$ cat src/source/csr_cfg.svh
`ifndef CSR_CFG_SVH
`define CSR_CFG_SVH

// --------------------
// Datapath widths
`define CSR_XLEN         32
`define CSR_TAG_W        4

// --------------------
// Flow control
// The response queue depth is also the requester's starting credit count
`define CSR_RESP_DEPTH   4
`define CSR_RESP_CREDITS 2

// --------------------
// Identity values
`define CSR_MVENDORID    32'h0000_0612
`define CSR_MARCHID      32'h0000_0023
`define CSR_MIMPID       32'h0001_0004
`define CSR_MCONFIGPTR   32'h0000_2000

// --------------------
// CSR addresses
`define CSR_A_MSTATUS    12'h300
`define CSR_A_MTVEC      12'h305
`define CSR_A_MCYCLE     12'hB00
`define CSR_A_MINSTRET   12'hB02
`define CSR_A_CYCLE      12'hC00
`define CSR_A_INSTRET    12'hC02
`define CSR_A_MVENDORID  12'hF11
`define CSR_A_MARCHID    12'hF12
`define CSR_A_MIMPID     12'hF13
`define CSR_A_MHARTID    12'hF14
`define CSR_A_MCONFIGPTR 12'hF15

`endif

$ cat src/source/csr_pkg.sv
`default_nettype none

`include "csr_cfg.svh"

package csr_pkg;

    // --------------------
    // Vector types
    typedef logic [`CSR_XLEN-1:0]  xlen_t;
    typedef logic [11:0]           csr_addr_t;
    typedef logic [`CSR_TAG_W-1:0] csr_tag_t;

    typedef enum logic [1:0] {
        CSR_RD = 2'd0,  // Plain read with no side effect
        CSR_RW = 2'd1,
        CSR_RS = 2'd2,
        CSR_RC = 2'd3
    } csr_op_e;

    // --------------------
    // Bundles
    typedef struct packed {
        csr_op_e   op;
        csr_addr_t addr;
        xlen_t     wdata;
        csr_tag_t  tag;
    } csr_req_t;

    typedef struct packed {
        csr_tag_t tag;
        xlen_t    rdata;    // Value before the access
        logic     illegal;
    } csr_resp_t;

    typedef struct packed {
        logic      en;
        csr_addr_t addr;
        xlen_t     data;
    } csr_wr_t;

    typedef struct packed {
        logic valid;
        logic is_uop_final;  // Last micro-op of an instruction
    } retire_t;

endpackage

`default_nettype wire

$ cat src/source/csr_counters.sv
`default_nettype none

`include "csr_cfg.svh"

module csr_counters (
    input  logic               clk,
    input  logic               rstn,
    input  csr_pkg::csr_addr_t rd_addr,
    output csr_pkg::xlen_t     rd_data,
    output logic               rd_hit,
    input  csr_pkg::csr_wr_t   wr,
    input  csr_pkg::retire_t   retire
);

    csr_pkg::xlen_t cycle_q;
    csr_pkg::xlen_t instret_q;
    logic           wr_cycle;
    logic           wr_instret;
    logic           retire_final;

    // Only the machine addresses take writes
    assign wr_cycle     = wr.en && (wr.addr == `CSR_A_MCYCLE);
    assign wr_instret   = wr.en && (wr.addr == `CSR_A_MINSTRET);
    assign retire_final = retire.valid && retire.is_uop_final;

    // --------------------
    // Counter update
    always_ff @(posedge clk) begin
        if (!rstn) begin
            cycle_q   <= '0;
            instret_q <= '0;
        end else begin
            if (wr_cycle) begin
                cycle_q <= wr.data;              // Written value replaces this tick
            end else begin
                cycle_q <= cycle_q + 1'b1;
            end

            if (wr_instret) begin
                instret_q <= wr.data;            // Write wins over a retire
            end else if (retire_final) begin
                instret_q <= instret_q + 1'b1;
            end
        end
    end

    // --------------------
    // Read decode
    always_comb begin
        rd_data = '0;
        rd_hit  = 1'b1;
        case (rd_addr)
            `CSR_A_MCYCLE,
            `CSR_A_CYCLE:     rd_data = cycle_q;
            `CSR_A_MINSTRET,
            `CSR_A_INSTRET:   rd_data = instret_q;
            default:          rd_hit  = 1'b0;  // Not one of ours
        endcase
    end

endmodule

`default_nettype wire

$ cat src/source/csr_machine_regs.sv
`default_nettype none

`include "csr_cfg.svh"

module csr_machine_regs #(
    parameter csr_pkg::xlen_t HARTID = '0
) (
    input  logic               clk,
    input  logic               rstn,
    input  csr_pkg::csr_addr_t rd_addr,
    output csr_pkg::xlen_t     rd_data,
    output logic               rd_hit,
    input  csr_pkg::csr_wr_t   wr
);

    localparam int MIE_BIT  = 3;
    localparam int MPIE_BIT = 7;
    localparam int MPP_LSB  = 11;

    logic           mie_q;
    logic           mpie_q;
    csr_pkg::xlen_t mtvec_q;
    csr_pkg::xlen_t mstatus_rd;
    logic           wr_mstatus;
    logic           wr_mtvec;

    assign wr_mstatus = wr.en && (wr.addr == `CSR_A_MSTATUS);
    assign wr_mtvec   = wr.en && (wr.addr == `CSR_A_MTVEC);

    // --------------------
    // mstatus
    // Only MIE and MPIE are stored, the rest is fixed
    always_ff @(posedge clk) begin
        if (!rstn) begin
            mie_q  <= 1'b0;
            mpie_q <= 1'b0;
        end else if (wr_mstatus) begin
            mie_q  <= wr.data[MIE_BIT];
            mpie_q <= wr.data[MPIE_BIT];
        end
    end

    always_comb begin
        mstatus_rd                 = '0;
        mstatus_rd[MIE_BIT]        = mie_q;
        mstatus_rd[MPIE_BIT]       = mpie_q;
        mstatus_rd[MPP_LSB +: 2]   = 2'b11;  // Machine mode only
    end

    // --------------------
    // mtvec
    always_ff @(posedge clk) begin
        if (!rstn) begin
            mtvec_q <= '0;
        end else if (wr_mtvec) begin
            mtvec_q[`CSR_XLEN-1:2] <= wr.data[`CSR_XLEN-1:2];
            if (!wr.data[1]) begin
                mtvec_q[1:0] <= wr.data[1:0];  // Modes 2 and 3 are reserved
            end
        end
    end

    // --------------------
    // Read decode
    always_comb begin
        rd_data = '0;
        rd_hit  = 1'b1;
        case (rd_addr)
            `CSR_A_MSTATUS:    rd_data = mstatus_rd;
            `CSR_A_MTVEC:      rd_data = mtvec_q;
            `CSR_A_MVENDORID:  rd_data = `CSR_MVENDORID;
            `CSR_A_MARCHID:    rd_data = `CSR_MARCHID;
            `CSR_A_MIMPID:     rd_data = `CSR_MIMPID;
            `CSR_A_MHARTID:    rd_data = HARTID;
            `CSR_A_MCONFIGPTR: rd_data = `CSR_MCONFIGPTR;
            default:           rd_hit  = 1'b0;
        endcase
    end

endmodule

`default_nettype wire

$ cat src/source/csr_access_ctrl.sv
`default_nettype none

`include "csr_cfg.svh"

module csr_access_ctrl (
    input  logic               clk,
    input  logic               rstn,
    input  csr_pkg::csr_req_t  req,
    input  logic               req_valid,
    output logic               req_credit,
    output csr_pkg::csr_resp_t resp,
    output logic               resp_valid,
    input  logic               resp_credit,
    output csr_pkg::csr_addr_t rd_addr,
    input  csr_pkg::xlen_t     cnt_rd_data,
    input  csr_pkg::xlen_t     mach_rd_data,
    input  logic               cnt_rd_hit,
    input  logic               mach_rd_hit,
    output csr_pkg::csr_wr_t   wr
);

    localparam int DEPTH  = `CSR_RESP_DEPTH;
    localparam int PTR_W  = $clog2(DEPTH);
    localparam int CNT_W  = $clog2(DEPTH + 1);
    localparam int CRED_W = $clog2(`CSR_RESP_CREDITS + 1);

    csr_pkg::xlen_t     old_val;
    csr_pkg::xlen_t     new_val;
    logic               is_write;
    logic               illegal;
    csr_pkg::csr_resp_t push_entry;
    logic               push;
    logic               pop;

    csr_pkg::csr_resp_t fifo_mem [DEPTH];
    logic [PTR_W-1:0]   wr_ptr_q;
    logic [PTR_W-1:0]   rd_ptr_q;
    logic [CNT_W-1:0]   fill_q;
    logic [CNT_W-1:0]   outstanding_q;
    logic [CRED_W-1:0]  resp_cred_q;
    logic               req_credit_q;

    // --------------------
    // Request decode
    assign rd_addr  = req.addr;
    assign old_val  = cnt_rd_hit ? cnt_rd_data : mach_rd_data;
    assign is_write = (req.op != csr_pkg::CSR_RD);
    // Address bits 11:10 both set mark a read-only CSR
    assign illegal  = !(cnt_rd_hit || mach_rd_hit) || (is_write && (&req.addr[11:10]));

    always_comb begin
        case (req.op)
            csr_pkg::CSR_RW: new_val = req.wdata;
            csr_pkg::CSR_RS: new_val = old_val | req.wdata;
            csr_pkg::CSR_RC: new_val = old_val & ~req.wdata;
            default:         new_val = old_val;
        endcase
    end

    assign wr.en   = req_valid && is_write && !illegal;
    assign wr.addr = req.addr;
    assign wr.data = new_val;

    assign push_entry.tag     = req.tag;
    assign push_entry.rdata   = illegal ? '0 : old_val;
    assign push_entry.illegal = illegal;

    // --------------------
    // Response queue
    assign push       = req_valid;
    assign resp_valid = (fill_q != '0) && (resp_cred_q != '0);
    assign pop        = resp_valid;          // Consumer always accepts under credit
    assign resp       = fifo_mem[rd_ptr_q];
    assign req_credit = req_credit_q;

    always_ff @(posedge clk) begin
        if (push) begin
            fifo_mem[wr_ptr_q] <= push_entry;
        end
    end

    always_ff @(posedge clk) begin
        if (!rstn) begin
            wr_ptr_q <= '0;
            rd_ptr_q <= '0;
            fill_q   <= '0;
        end else begin
            if (push) begin
                wr_ptr_q <= (wr_ptr_q == PTR_W'(DEPTH - 1)) ? '0 : wr_ptr_q + 1'b1;
            end
            if (pop) begin
                rd_ptr_q <= (rd_ptr_q == PTR_W'(DEPTH - 1)) ? '0 : rd_ptr_q + 1'b1;
            end
            fill_q <= fill_q + CNT_W'(push) - CNT_W'(pop);
        end
    end

    // --------------------
    // Credit loops
    always_ff @(posedge clk) begin
        if (!rstn) begin
            req_credit_q  <= 1'b0;
            outstanding_q <= '0;
            resp_cred_q   <= CRED_W'(`CSR_RESP_CREDITS);
        end else begin
            req_credit_q  <= pop;            // Slot returns the cycle after it drains
            outstanding_q <= outstanding_q + CNT_W'(req_valid) - CNT_W'(req_credit_q);
            resp_cred_q   <= resp_cred_q + CRED_W'(resp_credit) - CRED_W'(pop);
        end
    end

    // The requester must hold a credit for every request it presents
    ap_req_has_credit: assert property (
        @(posedge clk) disable iff (!rstn)
        req_valid |-> outstanding_q < CNT_W'(DEPTH)
    );

    // The consumer never returns more credits than it has slots
    ap_resp_cred_bound: assert property (
        @(posedge clk) disable iff (!rstn)
        resp_cred_q <= CRED_W'(`CSR_RESP_CREDITS)
    );

    // The two banks decode disjoint address sets
    ap_one_bank_hit: assert property (
        @(posedge clk) disable iff (!rstn)
        $onehot0({cnt_rd_hit, mach_rd_hit})
    );

endmodule

`default_nettype wire

$ cat src/source/csr_unit.sv
`default_nettype none

module csr_unit #(
    parameter csr_pkg::xlen_t HARTID = '0
) (
    input  logic               clk,
    input  logic               rstn,
    input  csr_pkg::csr_req_t  req,
    input  logic               req_valid,
    output logic               req_credit,
    input  csr_pkg::retire_t   retire,
    output csr_pkg::csr_resp_t resp,
    output logic               resp_valid,
    input  logic               resp_credit
);

    csr_pkg::csr_addr_t rd_addr;
    csr_pkg::xlen_t     cnt_rd_data;
    csr_pkg::xlen_t     mach_rd_data;
    logic               cnt_rd_hit;
    logic               mach_rd_hit;
    csr_pkg::csr_wr_t   wr;

    // --------------------
    // Register banks side by side
    csr_counters counters0 (
        .clk     (clk),
        .rstn    (rstn),
        .rd_addr (rd_addr),
        .rd_data (cnt_rd_data),
        .rd_hit  (cnt_rd_hit),
        .wr      (wr),
        .retire  (retire)
    );

    csr_machine_regs #(
        .HARTID (HARTID)
    ) mach_regs0 (
        .clk     (clk),
        .rstn    (rstn),
        .rd_addr (rd_addr),
        .rd_data (mach_rd_data),
        .rd_hit  (mach_rd_hit),
        .wr      (wr)
    );

    // --------------------
    // Access control and response queue
    csr_access_ctrl ctrl0 (
        .clk          (clk),
        .rstn         (rstn),
        .req          (req),
        .req_valid    (req_valid),
        .req_credit   (req_credit),
        .resp         (resp),
        .resp_valid   (resp_valid),
        .resp_credit  (resp_credit),
        .rd_addr      (rd_addr),
        .cnt_rd_data  (cnt_rd_data),
        .mach_rd_data (mach_rd_data),
        .cnt_rd_hit   (cnt_rd_hit),
        .mach_rd_hit  (mach_rd_hit),
        .wr           (wr)
    );

endmodule

`default_nettype wire

$ cat config.mk
export PLATFORM = sky130hd
export DESIGN_NAME = csr_unit
export DESIGN_NICKNAME = d
export VERILOG_FILES = /design/src/source/csr_pkg.sv /design/src/source/csr_counters.sv /design/src/source/csr_machine_regs.sv /design/src/source/csr_access_ctrl.sv /design/src/source/csr_unit.sv
export VERILOG_INCLUDE_DIRS = /design/src /design/src/source
export SDC_FILE = /design/constraint.sdc
export NUM_CORES = 1
export LEC_CHECK = 0
export BUFFER_PORTS_ARGS = -buffer_cell sky130_fd_sc_hd__buf_4
export CORE_MARGIN = 8
export CORE_UTILIZATION = 60
export CTS_BUF_LIST = sky130_fd_sc_hd__clkbuf_4
export CTS_CLUSTER_DIAMETER = 80
export DETAILED_ROUTE_END_ITERATION = 10
export GPL_ROUTABILITY_DRIVEN = 0
export MAX_ROUTING_LAYER = met4
export PLACE_DENSITY = 0.89
export SYNTH_ARGS = -nofsm -noshare
export SYNTH_HDL_FRONTEND = slang
export SYNTH_SLANG_ARGS = --single-unit
$ cat constraint.sdc
create_clock -name clk -period 5.5 [get_ports clk]
set_input_delay 0.55 -clock clk [delete_from_list [all_inputs] [get_ports clk]]
set_output_delay 0.55 -clock clk [all_outputs]
set_load 0.03 [all_outputs]
### Word level (Yosys, flattened, before mapping)

Memory sizes are Yosys's and may differ from the RTL's. A register that Yosys moved wholly into a read port is not among the register bits.
Index checks and enable logic that the tools add are counted.

* output and inout bits: 39
* bits of input ports: 56
* latch bits: 0
* bits in registers: 107
* memories: 1
* memory bits (writable): 148
* logic and storage cells: 79
* memory bits (read-only): 0

Memories
* ctrl0.fifo_mem: depth 4, bits a word 37, rd ports 1, clocked after memory_dff 1, wr ports 1, line csr_access_ctrl.sv:35 `csr_pkg::csr_resp_t fifo_mem [DEPTH];`

* multiply operators: 0
* bitwise gates (word level): 4
* equal/unequal tests: 16
* $lt $le $gt $ge: 0
* reduce and logical (&&, ||, !) cells: 23
* add/subtract/negate cells: 8
* multiplexer cells: 16
* shift-type cells: 0
* divide/modulo/power cells: 0

Operator list (count)
* case mux 32 bit (6 select lines): 1
* two-way mux 32 bit: 5
* equality test 12 bit (second input constant): 9
* case mux 32 bit (3 select lines): 1
* adder 32 x 1 -> 32 bit (second input constant): 2
* case mux 32 bit (2 select lines): 1
* AND 32 bit: 1
* NOT 32 bit: 1
* bitwise OR 32 bit: 1
* equality test 12 x 10 -> 1 bit (second input constant): 2
* logical AND 1 bit: 9
* equality test 2 bit (second input constant): 4
* two-way mux 2 bit: 4
* OR reduction 7 bit: 1
* nonzero test 2 bit: 3
* adder 2 x 1 -> 2 bit (second input constant): 2
* two-way mux 1 bit: 4
* AND reduction 2 bit: 2
* OR reduction 2 bit: 2
* OR reduction 4 bit: 1
* adder 3 x 1 -> 3 bit: 1
* nonzero test 3 bit: 1
* subtractor 3 x 1 -> 3 bit: 1
* adder 2 x 1 -> 2 bit: 1
* 5 further kinds: 7

### Logic depth before layout (Yosys ltp)

* depth after elaboration: 10
* depth in mapped cells: 10
* depth with buffers taken out: 10

### Modules after synthesis

From an unflattened synthesis, not the netlist that was laid out.

* cell total of the unflattened synthesis: 1177
* area, all modules: 12911.1 um2

Modules (own cells, without submodules)
* csr_access_ctrl: instances 1, area each 7273.2 um2, sequential area each 4684.5 um2, cells an instance 461
* csr_counters: instances 1, area each 3781.1 um2, sequential area each 1281.2 um2, cells an instance 475
* csr_machine_regs: instances 1, area each 1856.8 um2, sequential area each 660.6 um2, cells an instance 241

### Worst setup path before layout

OpenSTA, ideal clock, no wires.

* kind: reg2reg
* start: register ctrl0.fill_q[1]
* end: register ctrl0.fill_q[2]
* path buffers: 0
* period minus slack after synthesis: 2.487 ns
* stages on the path, launching flop included: 11
* data required time: 5.372 ns
* setup slack: 3.013 ns
* library setup time: 0.128 ns
* arrival: 2.359 ns
* cells stage by stage: dfxtp_1 o32ai_1 inv_1 ha_1 inv_1 ha_1 inv_1 fa_1 xor2_1 xnor2_1 nor2_1

* cells in the longest elaborated chain, start to end: 3
* elaborated cells on any way between the ends: 4
* classes of those cells: 2 x add/sub; 2 x reduce/logical

RTL lines
* start: declaration: line csr_access_ctrl.sv:38 `logic [CNT_W-1:0] fill_q;`
* start signal: assignment: line csr_access_ctrl.sv:94 `fill_q <= fill_q + CNT_W'(push) - CNT_W'(pop);`
* nonzero test 3 bit: line csr_access_ctrl.sv:71 `assign resp_valid = (fill_q != '0) && (resp_cred_q != '0);`
* logical AND 1 bit: line csr_access_ctrl.sv:71
* net resp_valid: line csr_unit.sv:13 `output logic resp_valid,`
* subtractor 3 x 1 -> 3 bit: line csr_access_ctrl.sv:94

The timed path passes the listed nets, and every way through them passes these cells.
A chain may end at the register's enable or synchronous reset.

==> results.cfg <==
[outcome]
outcome = finished, final reports clean

[routing]
detailedRoute.firstIterationViolations = 1867
dr_total_vias = 10600
ant_nets = 0
detail_route.vias_per_cell = 6.82
first_pass_iters = 9
drc_errors = 0
route.detailed.wl_per_inst_um = 23.1
drt-total-wl_um = 35900

[sta]
finalClockSkew_ps = 43.3
layout_worst_path_cycle_share = 0.614
final_hold_vios = 0
final_period_minus_worst_setup_slack_ps = 3380
final_max_slew_viol_count = 0
setup-tns-final_ps = 0
fmax_mhz = 296
rsz_0062_raised_after_global_routing = no
max_slew_margin = 0.217
tightest_slew_ps = 1170
finalSetupViolCount = 0

[critical_path]
timing.critical_path.to_type = primary output
worst_setup_path_start_kind = register
critical_path.reg2reg.endpoint = ctrl0.fill_q[2]
worst-r2r-cell-count = 10
r2r_start = ctrl0.fill_q[1]
critical_path_type = reg -> out
regToRegSetupSlack_ps = 2760
worst-path-max-fanout = 20
worstPathArrival_ps = 2830
worst-endpoint-required_ps = 4950

[synth]
yosys.area_share.simple = 0.140
multiplexer_fraction_of_the_synthesized_cell_area = 0.0855
postSynthRegisterBits = 257
synth_top_cells_by_area = edfxtp_1, dfxtp_1, mux4_2
synth_edf_count = 148
syn_inst = 1147
ys_warn_count = 0
dominant_combinational_cell_family_by_area_after_synthesis = compound AO/OA/AOI/OAI gates
yosysTopAreaCellShare = 0.350
synth.yosys.seq_area_share = 0.522
synthAdderAreaFrac = 0.0124
synth_area_leader_cell = edfxtp_1
async_flop_share = 0
synth_xor_xnor_area_share = 0.0503
syn_area_um2 = 12700
postSynthAreaPerCell_um2 = 11.1
synth.distinct_cells = 76
ys.flop_type = edfxtp_1
syn_nets = 1215
synth_compound_gate_area_share = 0.152

[cts]
tritoncts_clock_tree = done
clockRootBuffer = clkbuf_4
cts_buffer_depth = 3
cts_repair_resize_count = 0
cts_sinks = 257
htree_num_levels = 2
post_cts_setup_buffer_count = 0
worstSkewPairLatency_ps = 710
postCtsHoldBufs = 0
path_clk_slew_ps = 80
number_of_buffers_created_by_cts = 58

[global_routing]
grt_usage = 0.276
grt_first_pass_wirelength_um = 55600
grt_antenna_before_repair = 1
grt-ovfl-total = 0
first_global_vias = 10100
largest_net_degree_at_the_start_of_global_routing = 72

[worst_hold_path]
min_delay_path_depth = 1
timing.hold.worst_endpoint = ctrl0.fifo_mem[0][34]
worstHoldStart = req[1]
worstHoldPathType = in -> reg

[pwr]
power.combinational.fraction = 0.235
sw_frac_of_total = 0.303
leakage_nw = 4.89
pwr-share-seq = 0.443
p_total_mw = 4.88
clock_power_share = 0.323
cell_pwr_density_nw_per_um2 = 342
peakVddDrop_mv = 0.186
p_int_mw = 3.40
p_switching_mw = 1.48

[floorplan]
design.core.area_um2 = 20900
die_height_um = 162
effective_utilization_at_floorplan = 0.608
floorplan.io_pins = 95
chipWidth_um = 162
rows = 53
die-area_um2 = 26100

[place]
post-dp-hpwl_um = 24400
buffer_ports.inserted = 94
post-place-cells = 1442

[finish]
finish.net_count = 1295
area_delta_synth_final_pct = 12.5
post_layout_nonfiller_instances = 1551
layout-drive-gt1-share = 0.212

[flow_run]
timing.max_cap.violations = 0
[metrics by stage]
step | util | setup slack, ps | hold slack (ps) | area [um2]
after global placement | 0.646 | 2320 | 441 | 13500
final | 0.684 | 2120 | 76.8 | 14300
after CTS | 0.684 | 2050 | 34.1 | 14300
after global routing | 0.684 | 1990 | 23.0 | 14300
after detailed placement | 0.646 | 2150 | 448 | 13500
after floorplan | - | 3010 | 432 | 12700
[synth_stat cells (6+ instances only)]
cell type    n
a22oi_1     21
nor3_1      28
buf_1        7
and4_1      14
mux4_2      37
buf_2       27
nor2_1      55
nor4_1      15
o22ai_1     27
and3_1      16
o2111ai_1    8
nand2_1     78
xnor2_1     43
a21oi_1     68
o221ai_1     6
or4_1        6
nand3_1     31
xor2_1      30
o211a_1      6
edfxtp_1   148
inv_1       29
a31oi_1     23
a211oi_1    17
mux2_2      10
o21ai_0     70
nand4_1     37
nor2b_1      8
and2_1      14
ha_1        11
mux2i_1     14
clkbuf_1    46
dfxtp_1    109
[power groups by stage]
stage / clock network [mW] / registers (mW) / logic [mW]
floorplan: 0 / 2.16 / 0.793
global placement: 0 / 2.19 / 1.10
detailed placement: 0 / 2.20 / 1.14
CTS: 1.58 / 2.16 / 1.15
global route: 1.68 / 2.17 / 1.21
finish: 1.57 / 2.16 / 1.15
[cells in the final DEF (no fill, tap or decap), types with 31 or more instances in the layout]
master / instances
nor2_1: 55
clkbuf_4: 89
xnor2_1: 43
mux4_2: 37
dfxtp_1: 108
a21oi_1: 68
nand2_1: 78
o21ai_0: 70
nand4_1: 37
edfxtp_1: 148
nand3_1: 31
buf_4: 104
[kinds of logic (layout without fill, tap and decap cells)]
group	Yosys count	count (layout)
adder cells (fa/ha/maj)	12	12
buffers and inverters	114	242
XOR/XNOR	73	73
flip-flops	257	257
AO/OA/AOI/OAI	301	301
AND/OR/NAND/NOR	329	329
other	0	1
multiplexers	61	61
[how the worst max path moves through the flow]
stage / end / slack [ps] / cells after the start
global route: resp[34] / 1990 / 3
finish: resp[34] / 2120 / 3
detailed placement: counters0.cycle_q[20] / 2150 / 6
global placement: counters0.cycle_q[22] / 2320 / 6
CTS: resp[34] / 2050 / 3
floorplan: ctrl0.fill_q[2] / 3010 / 10
[sequential cells by signal (all words and copies together) (netlist names), named ones only]
signal and cells:
ctrl0.req_credit 1, ctrl0.fifo_mem 148, ctrl0.wr_ptr_q 2, mach_regs0.mie_q 1
counters0.instret_q 32, ctrl0.rd_ptr_q 2, counters0.cycle_q 32, mach_regs0.mtvec_q 31
ctrl0.fill_q 3, ctrl0.resp_cred_q 2, mach_regs0.mpie_q 1
[final cells by class]
class                      count  area [um2]
tap                          275         344
inverter                      30         113
sequential                   257        6630
multi-input combinational    776        5620
fill                        1408        6600
antenna                        1        2.50
timing repair buffer         104         781
clock buffer                  89         668
clock inverter                19         131
[critical path, cell delays in order, from the launching register on]
cell	delay [ps]
dfxtp_2	830
buf_4	480
mux4_2	600
buf_4	190
[routing by layer]
layer,global-route usage,up-vias,routed length [um]
met5,-,-,0
met4,0.101,0,1330
met3,0.0705,155,4560
met2,0.432,772,16800
met1,0.342,5016,13200
li1,-,4632,-
(Power assumes the default switching activity.)
